===== config.mk =====
export PLATFORM = sky130hd
export DESIGN_NAME = tiny_core
export DESIGN_NICKNAME = d
export VERILOG_FILES = /design/src/hw/tiny_pkg.sv /design/src/hw/tiny_core.sv
export SDC_FILE = /design/constraint.sdc
export NUM_CORES = 1
export LEC_CHECK = 0
export CAP_MARGIN = 20
export CORE_MARGIN = 1
export CORE_UTILIZATION = 60
export CTS_CLUSTER_SIZE = 20
export DETAILED_ROUTE_END_ITERATION = 8
export DONT_BUFFER_PORTS = 1
export PLACE_DENSITY = 0.84
export REMOVE_ABC_BUFFERS = 1
export SLEW_MARGIN = 5
export SYNTH_ARGS = -nofsm -noshare
export SYNTH_HDL_FRONTEND = slang
export SYNTH_SLANG_ARGS = --single-unit

===== constraint.sdc =====
create_clock -name clk_i -period 3.4 [get_ports clk_i]
set_input_delay 0.51 -clock clk_i [delete_from_list [all_inputs] [get_ports clk_i]]
set_output_delay 0.51 -clock clk_i [all_outputs]
set_load 0.1 [all_outputs]

===== src/hw/tiny_pkg.sv =====
/*
 * Shared types and constants for the accumulator core and its memory.
 * Holds the opcode and FSM state enums, the instruction layout, the
 * request/grant/rvalid bus structs and the address map.
 */
`default_nettype none

package tiny_pkg;

    // opcodes outside this list decode as a NOP in the core
    typedef enum logic [3:0] {
        OP_NOP   = 4'h0,
        OP_ADDI  = 4'h1,
        OP_XORI  = 4'h2,
        OP_SHLI  = 4'h3,
        OP_LOAD  = 4'h4,
        OP_STORE = 4'h5
    } opcode_e;

    typedef enum logic [2:0] {
        IDLE,
        FETCH,
        WAIT_INSTR,
        EXECUTE,
        WAIT_DATA,
        DONE
    } core_state_e;

    // imm_addr is the immediate for arithmetic ops and the byte address for memory ops
    typedef struct packed {
        logic [3:0]  opcode;
        logic [7:0]  rsvd;
        logic [19:0] imm_addr;
    } instr_t;

    // the instruction request carries only the byte address of the fetch
    typedef logic [19:0] instr_req_t;

    typedef struct packed {
        logic [31:0] addr;
        logic        we;
        logic [31:0] wdata;
    } data_req_t;

    typedef struct packed {
        logic        gnt;
        logic        rvalid;
        logic [31:0] rdata;
    } instr_rsp_t;

    typedef struct packed {
        logic        gnt;
        logic        rvalid;
        logic [31:0] rdata;
    } data_rsp_t;

    localparam logic [31:0] EXIT_ADDR  = 32'h0008_0000;
    localparam int unsigned WORD_BYTES = 4;

endpackage

`default_nettype wire


===== src/hw/tiny_core.sv =====
/*
 * Minimal accumulator core with separate instruction and data buses.
 * Each instruction is fetched, then executed against the 32-bit
 * accumulator. Loads and stores go out on the data bus, and a store to
 * EXIT_ADDR halts the core until reset.
 */
`timescale 1ns/1ps
`default_nettype none

module tiny_core import tiny_pkg::*; #(
    parameter instr_req_t BOOT_ADDR = '0
) (
    input  logic       clk_i,
    input  logic       rst_n_i,
    input  logic       fetch_enable_i,

    output logic       instr_req_o,
    output instr_req_t instr_addr_o,
    input  instr_rsp_t instr_rsp_i,

    output logic       data_req_o,
    output data_req_t  data_bus_o,
    input  data_rsp_t  data_rsp_i
);

    core_state_e state_q;
    core_state_e state_d;

    instr_req_t  pc_q;
    instr_t      ir_q;
    logic [31:0] acc_q;
    logic        data_req_q;

    opcode_e     op;
    logic [31:0] imm_sext;
    logic        is_mem_op;
    logic        is_exit_store;

    assign op       = opcode_e'(ir_q.opcode);
    assign imm_sext = {{12{ir_q.imm_addr[19]}}, ir_q.imm_addr};

    assign is_mem_op     = (op == OP_LOAD) || (op == OP_STORE);
    assign is_exit_store = (op == OP_STORE) && (data_bus_o.addr == EXIT_ADDR);

    // the fetch request is held in FETCH until it is granted
    assign instr_req_o  = state_q == FETCH;
    assign instr_addr_o = pc_q;

    // the data request comes from a flop so it starts on the cycle after EXECUTE
    assign data_req_o       = data_req_q;
    assign data_bus_o.addr  = {12'h000, ir_q.imm_addr};
    assign data_bus_o.we    = op == OP_STORE;
    assign data_bus_o.wdata = acc_q;

    always_comb begin
        state_d = state_q;
        unique case (state_q)
            IDLE: begin
                if (fetch_enable_i) begin
                    state_d = FETCH;
                end
            end
            FETCH: begin
                if (instr_rsp_i.gnt) begin
                    state_d = WAIT_INSTR;
                end
            end
            WAIT_INSTR: begin
                if (instr_rsp_i.rvalid) begin
                    state_d = EXECUTE;
                end
            end
            EXECUTE: begin
                state_d = is_mem_op ? WAIT_DATA : FETCH;
            end
            WAIT_DATA: begin
                // rvalid never arrives while the request is still outstanding
                if (data_rsp_i.rvalid) begin
                    state_d = is_exit_store ? DONE : FETCH;
                end
            end
            DONE: begin
                state_d = DONE;
            end
            default: begin
                state_d = IDLE;
            end
        endcase
    end

    always_ff @(posedge clk_i or negedge rst_n_i) begin
        if (!rst_n_i) begin
            state_q <= IDLE;
        end else begin
            state_q <= state_d;
        end
    end

    always_ff @(posedge clk_i or negedge rst_n_i) begin
        if (!rst_n_i) begin
            pc_q <= BOOT_ADDR;
        end else if (instr_req_o && instr_rsp_i.gnt) begin
            pc_q <= pc_q + instr_req_t'(WORD_BYTES);
        end
    end

    always_ff @(posedge clk_i) begin
        if (state_q == WAIT_INSTR && instr_rsp_i.rvalid) begin
            ir_q <= instr_t'(instr_rsp_i.rdata);
        end
    end

    always_ff @(posedge clk_i or negedge rst_n_i) begin
        if (!rst_n_i) begin
            data_req_q <= 1'b0;
        end else if (state_q == EXECUTE && is_mem_op) begin
            data_req_q <= 1'b1;
        end else if (data_req_q && data_rsp_i.gnt) begin
            data_req_q <= 1'b0;
        end
    end

    // XORI uses the same sign-extended immediate as ADDI
    always_ff @(posedge clk_i or negedge rst_n_i) begin
        if (!rst_n_i) begin
            acc_q <= '0;
        end else if (state_q == EXECUTE) begin
            unique case (op)
                OP_ADDI: acc_q <= acc_q + imm_sext;
                OP_XORI: acc_q <= acc_q ^ imm_sext;
                OP_SHLI: acc_q <= acc_q << ir_q.imm_addr[4:0];
                default: acc_q <= acc_q;
            endcase
        end else if (state_q == WAIT_DATA && data_rsp_i.rvalid && op == OP_LOAD) begin
            acc_q <= data_rsp_i.rdata;
        end
    end

endmodule

`default_nettype wire


==> results.ini, run 1 <==
[run_status]
status = finished, violations left
violations = hold timing

[synthesis]
synth_area_um2 = 7446
synthDistinctLibCells = 80
synth-edff-count = 24
synth_top_area_share_pct = 18.15
ys_top_cells_by_count = 112 x nand2_1, 83 x nor2_1, 79 x a21oi_1
ys_warn_count = 0
avgSynthCellArea_um2 = 8.292
synth_async_sr_flop_share_pct = 69.23
netlist_instances = 898
synth_area_leader_cell = dfrtp_1
synth_most_common_cell = nand2_1
synth_flop_cell = dfrtp_1
ys_top_cells_by_area = dfrtp_1 18%, edfxtp_1 9.7%, mux2i_1 6.3%, nand2_1 5.6%, ha_1 5.5%
seq_area_frac_synth_pct = 27.83
synth-seq-cells = 78

[cts]
cts_setup_buffers = 0
htreeDepth = 3
cts_tree = done
cts_sinks = 78
cts_root_buffer = clkbuf_16
cts_inserted_buffers = 9
cts.clk_slew.worst_paths_ps = 70
clk_latency_ps = 360
clockBufferDepth = 2

[layout]
fillers = 964
fin_util_pct = 67.93
num-nets-final = 1028
syn2layout_area_growth_pct = 10.03
final_area_um2 = 8193
drive_gt1_share_pct = 16.92

[sta]
timing.final.ws_setup_ps = 268.1
setup_violations = 0
slew_headroom_pct = 36.44
rsz0062_at_grt = no
fin_crit_sh_pct = 92.11
fin_skew_ps = 11.71
drv_slew = 0
fmax_ghz = 0.3193
period_needed_ps = 3132
worst_pin_slew_ps = 953.4
hold-worst-slack_ps = -4.977
report.final.hold_viol_count = 8

[detailed_routing]
drtPass1Iterations = 7
wirelength_um = 22750
drtIter0Drc = 804
ant_nets = 0
drc = 0
num_vias = 7318
wl_per_cell_um = 20.74
routed_via_density = 6.671

[place]
place.gp.congestion = 0.9998
dp_hpwl_um = 16590
post-place-ws_ps = 406.3
port_buffers = 0
placed_area_um2 = 7851

[power]
leakagePower_nw = 3.564
p_per_area_nw_per_um2 = 1074
power_mw = 8.798
peakVddDrop_uv = 786.9

[global_routing]
grt_usage_pct = 35.99
grt_max_degree = 55
grt_pass1_wl_um = 35990
grt_overflow_total = 0
grt_pass1_vias = 7013
antenna_found_initial = 1

[floorplan]
dieArea_um2 = 12860
die_w_um = 113.4
io_pins = 158
coreArea_um2 = 12060
initial_utilization_pct = 61.73
row_count = 40
die_h_um = 113.4

[worst_setup_path]
crit_arrival_ps = 3370
cp.required_ps = 3640
critPathLaunchType = flip-flop
path_max_fanout = 3
worstSetupEndpointType = flip-flop
critPathKind = reg -> reg

[min_path]
min-delay-path-class = in -> async

[run]
cap_violations = 0

logic make-up after synthesis:
logic type / after synthesis / share of synthesized area, %
adders and majority gates: 34 / 5.814
DFF: 78 / 27.83
muxes: 67 / 10.86
buffers and inverters: 108 / 8.603
AOI/OAI and AO/OA: 273 / 24.28
other: 1 / 0.05036
and+or+nand+nor: 309 / 19.27
xor gates and xnor gates: 28 / 3.293
through the flow:
| step | TNS (ps) | hold slack, ps | std cells |
|---|---|---|---|
| floorplan | -15590 | 214.4 | 818 |
| global placement | 0 | 216.1 | 1079 |
| detailed placement | 0 | 216.2 | 1079 |
| CTS | 0 | 17.65 | 1096 |
| global route | 0 | 28.53 | 1097 |
| finish | 0 | -4.977 | 1097 |
power by group:
part	switching (mW)	internal, mW
Sequential	0.345	1.24
Combinational	4.36	1.85
Clock	0.419	0.591
Total	5.12	3.68
path summary, 6_finish.rpt:
path | start | to | slack [ps] | cells past startpoint
setup reg to reg | data_bus_o[33]$_DFFE_PP_ | acc_q[28]$_DFFE_PN0P_ | 270 | 12
setup / recovery | data_bus_o[33]$_DFFE_PP_ | acc_q[28]$_DFFE_PN0P_ | 270 | 12
hold reg to reg | state_q[2]$_DFFE_PN0P_ | state_q[1]$_DFFE_PN0P_ | 560 | 1
hold / removal | rst_n_i | acc_q[19]$_DFFE_PN0P_ | -5 | 1
min in group clk_i | instr_rsp_i[19] | data_bus_o[52]$_DFFE_PP_ | 240 | 0
max in group asynchronous | rst_n_i | instr_addr_o[19]$_DFFE_PN0P_ | 3100 | 1
per-layer routing:
layer	GRT usage [%]	routed length, um
met5	0	0
met4	17.72	991
met3	7.386	2468
met2	59.18	10540
met1	45.30	8756
state kept, by name, summed over array words and instances (netlist names):
register,cells
state_q,3
acc_q,32
op,4
data_req_o,1
data_bus_o,20
instr_addr_o,18
placed cells by master (no fill, tap or decap), types with 14 or more instances in the layout:
cell type,count
nand3_1,19
xnor2_1,17
edfxtp_1,24
nor3_1,30
inv_1,14
a21o_1,22
a21oi_1,79
nand2_1,112
buf_4,92
nor2_1,80
mux2i_1,47
ha_1,33
conb_1,14
o21ai_0,73
dfrtp_1,54
worst max-delay path, cell delays in order (launching register included):
cell	delay, ps
edfxtp_1	400
ha_1	240
fa_1	420
a21oi_2	210
o211ai_2	150
a41oi_2	270
a21oi_1	140
o21ai_0	460
a2111oi_0	200
buf_4	180
o21a_1	170
nor2_1	90
a21oi_1	80
final cells by class:
type,count,area (um2),area share [%]
Antenna cell,1,2.502,0.03054
Timing Repair Buffer,94,745.7,9.102
Clock buffer,12,279.0,3.406
Sequential cell,78,2072,25.29
Clock inverter,4,32.53,0.3971
Multi-Input combinational cell,725,4795,58.52
Tap cell,168,210.2,2.566
Inverter,15,56.30,0.6872
what timing repair did:
action,in CTS,in global routing
hold endpoints to repair,54,0
resized for setup,0,0
hold buffers,1,0
No activity file was read; power rests on OpenSTA's default activity.
==> run 2, diff against run 1 <==
--- a/config.mk
+++ b/config.mk
@@ -6,13 +6,13 @@
 export NUM_CORES = 1
 export LEC_CHECK = 0
 export CAP_MARGIN = 20
+export CORE_ASPECT_RATIO = 1.25
 export CORE_MARGIN = 1
 export CORE_UTILIZATION = 60
 export CTS_CLUSTER_SIZE = 20
 export DETAILED_ROUTE_END_ITERATION = 8
 export DONT_BUFFER_PORTS = 1
 export PLACE_DENSITY = 0.84
-export REMOVE_ABC_BUFFERS = 1
 export SLEW_MARGIN = 5
 export SYNTH_ARGS = -nofsm -noshare
 export SYNTH_HDL_FRONTEND = slang
==> run 2 against run 1 <==
The flow now finishes without violations. Combinational power increased by 1%. Die area about the same. Register-to-register slack improved by 50 ps. Global-route usage grew 1.7 points. Hold slack better by 22 ps. Final cell count fell by 1.2%. Setup slack gained 50 ps. Non-clock buffer count is 8 lower. Flip-flop and latch count did not move. Critical path depth shrank 1. Via count fell by 0.96%. Wire length grew 4.6%. Critical path type unchanged. Critical endpoint is now acc_q[26]$_DFFE_PN0P_. Largest cell class unchanged. Largest power group unchanged.
==> results.ini, run 2 (synthesis gave the netlist of run 1 again) <==
[run_status]
status = completed

[detailed_routing]
num_vias = 7248
wirelength_um = 23800
routed_via_density = 6.686
ant_nets = 0
drtIter0Drc = 697
drc = 0
wl_per_cell_um = 21.96
drtPass1Iterations = 6

[place]
placed_area_um2 = 7790
placed_cells = 1067
port_buffers = 0
dp_hpwl_um = 17600
place.gp.congestion = 0.9899

[layout]
final_area_um2 = 8115
layoutNonFillerInstCount = 1084
syn2layout_area_growth_pct = 8.990
top_register = acc_q
final_cell_mix = 112 x nand2_1, 84 x buf_4, 80 x nor2_1, 78 x a21oi_1, 73 x o21ai_0
drive_gt1_share_pct = 16.41
num_antenna_cells = 0
largest_reg_flops = 32
num-nets-final = 1020
final_common_cell = nand2_1

[cts]
htreeDepth = 3
cts_sinks = 78
cts_inserted_buffers = 9
cts_resized = 0
cts_tree = done
cts_root_buffer = clkbuf_16
clk_latency_ps = 350
cts.clk_slew.worst_paths_ps = 80
clockBufferDepth = 2

[worst_setup_path]
critPathLaunchType = flip-flop
path_max_fanout = 4
crit_arrival_ps = 3300
critPathKind = reg -> reg
worstSetupEndpointType = flip-flop
cp.required_ps = 3620

[global_routing]
antenna_found_initial = 0
grt_pass1_wl_um = 36850
grt_pass1_vias = 7040
grt_overflow_total = 0
grt_max_degree = 55
grt_usage_pct = 37.66

[floorplan]
die_h_um = 126.6
initial_utilization_pct = 61.51
die_w_um = 101.6
io_pins = 158
dieArea_um2 = 12860
coreArea_um2 = 12110
row_count = 45

[power]
intPower_mw = 3.611
combPwrFrac_pct = 71.0
leakagePower_nw = 3.519
clockPowerShare_pct = 11.4
power_switching_mw = 5.220
p_seq_share_pct = 17.5
switching_share_pct = 59.11
peakVddDrop_uv = 743.5
p_per_area_nw_per_um2 = 1088
power_mw = 8.832

[min_path]
min-delay-path-class = in -> async

[run]
cap_violations = 0

[sta]
fmax_ghz = 0.3245
drv_slew = 0
slew_headroom_pct = 35.05
worst_pin_slew_ps = 974.3
fin_tns_setup_ps = 0
rsz0062_at_grt = no
setup_violations = 0
period_needed_ps = 3082
fin_skew_ps = 15.86
fin_crit_sh_pct = 90.64
report.final.hold_viol_count = 0

==> run 2: final timing paths <==
| kind | startpoint | to | slack, ps | cells after the start |
|---|---|---|---|---|
| max in group asynchronous | rst_n_i | acc_q[30]$_DFFE_PN0P_ | 3110 | 1 |
| min in group clk_i | instr_rsp_i[13] | data_bus_o[46]$_DFFE_PP_ | 250 | 0 |
| hold / removal | rst_n_i | instr_addr_o[4]$_DFFE_PN0P_ | 20 | 1 |
| setup reg to reg | data_bus_o[33]$_DFFE_PP_ | acc_q[26]$_DFFE_PN0P_ | 320 | 11 |
| hold reg to reg | state_q[2]$_DFFE_PN0P_ | state_q[1]$_DFFE_PN0P_ | 560 | 1 |
| setup / recovery | data_bus_o[33]$_DFFE_PP_ | acc_q[26]$_DFFE_PN0P_ | 320 | 11 |
==> run 2: stage by stage <==
| stage | setup slack, ps | util, % | hold WS, ps |
|---|---|---|---|
| after floorplan | 95.17 | - | 214.4 |
| after global placement | 458.0 | 64.35 | 215.3 |
| after detailed placement | 430.7 | 64.35 | 215.6 |
| after CTS | 378.8 | 67.04 | 36.52 |
| after global routing | 101.5 | 67.04 | 46.64 |
| final | 318.3 | 67.04 | 16.55 |
==> run 2: power by group through the flow <==
stage	Clock, mW	Sequential, mW	Combinational, mW
global placement	0	1.55	6.05
finish	1.01	1.55	6.27
global route	1.04	1.57	6.64
floorplan	0	3.07	3.35
detailed placement	0	1.56	6.12
CTS	1.01	1.54	6.17
==> run 2: layer usage <==
metal	global-route usage [%]	routed length, um	vias up	share of wire [%]
met5	0	0	-	0
met4	29.84	2086	0	8.8
met3	8.044	2055	124	8.6
met2	60.41	11210	426	47
met1	42.99	8451	3387	36
li1	-	-	3311	-
==> run 2: timing repair <==
action | CTS | global route
endpoints found under the hold margin | 54 | 0
setup buffers | 0 | 0
hold buffers | 1 | 0
==> run 2: final cells by class <==
type                       count  area (um2)
timing repair buffer          86       685.7
fill                         976        3990
sequential                    78        2072
clock buffer                  10       250.2
tap                          164       205.2
multi-input combinational    725        4798
inverter                      15       56.30
clock inverter                 6       47.55
==> run 2: critical path: stages, from the launching register on <==
cell      delay (ps)
edfxtp_1         400
ha_1             240
fa_1             430
a21oi_2          210
o211ai_2         140
a41oi_2          280
a31o_1           260
o311a_4          230
o21ai_4           80
nor3b_2          180
o31ai_1          390
a21oi_1          110
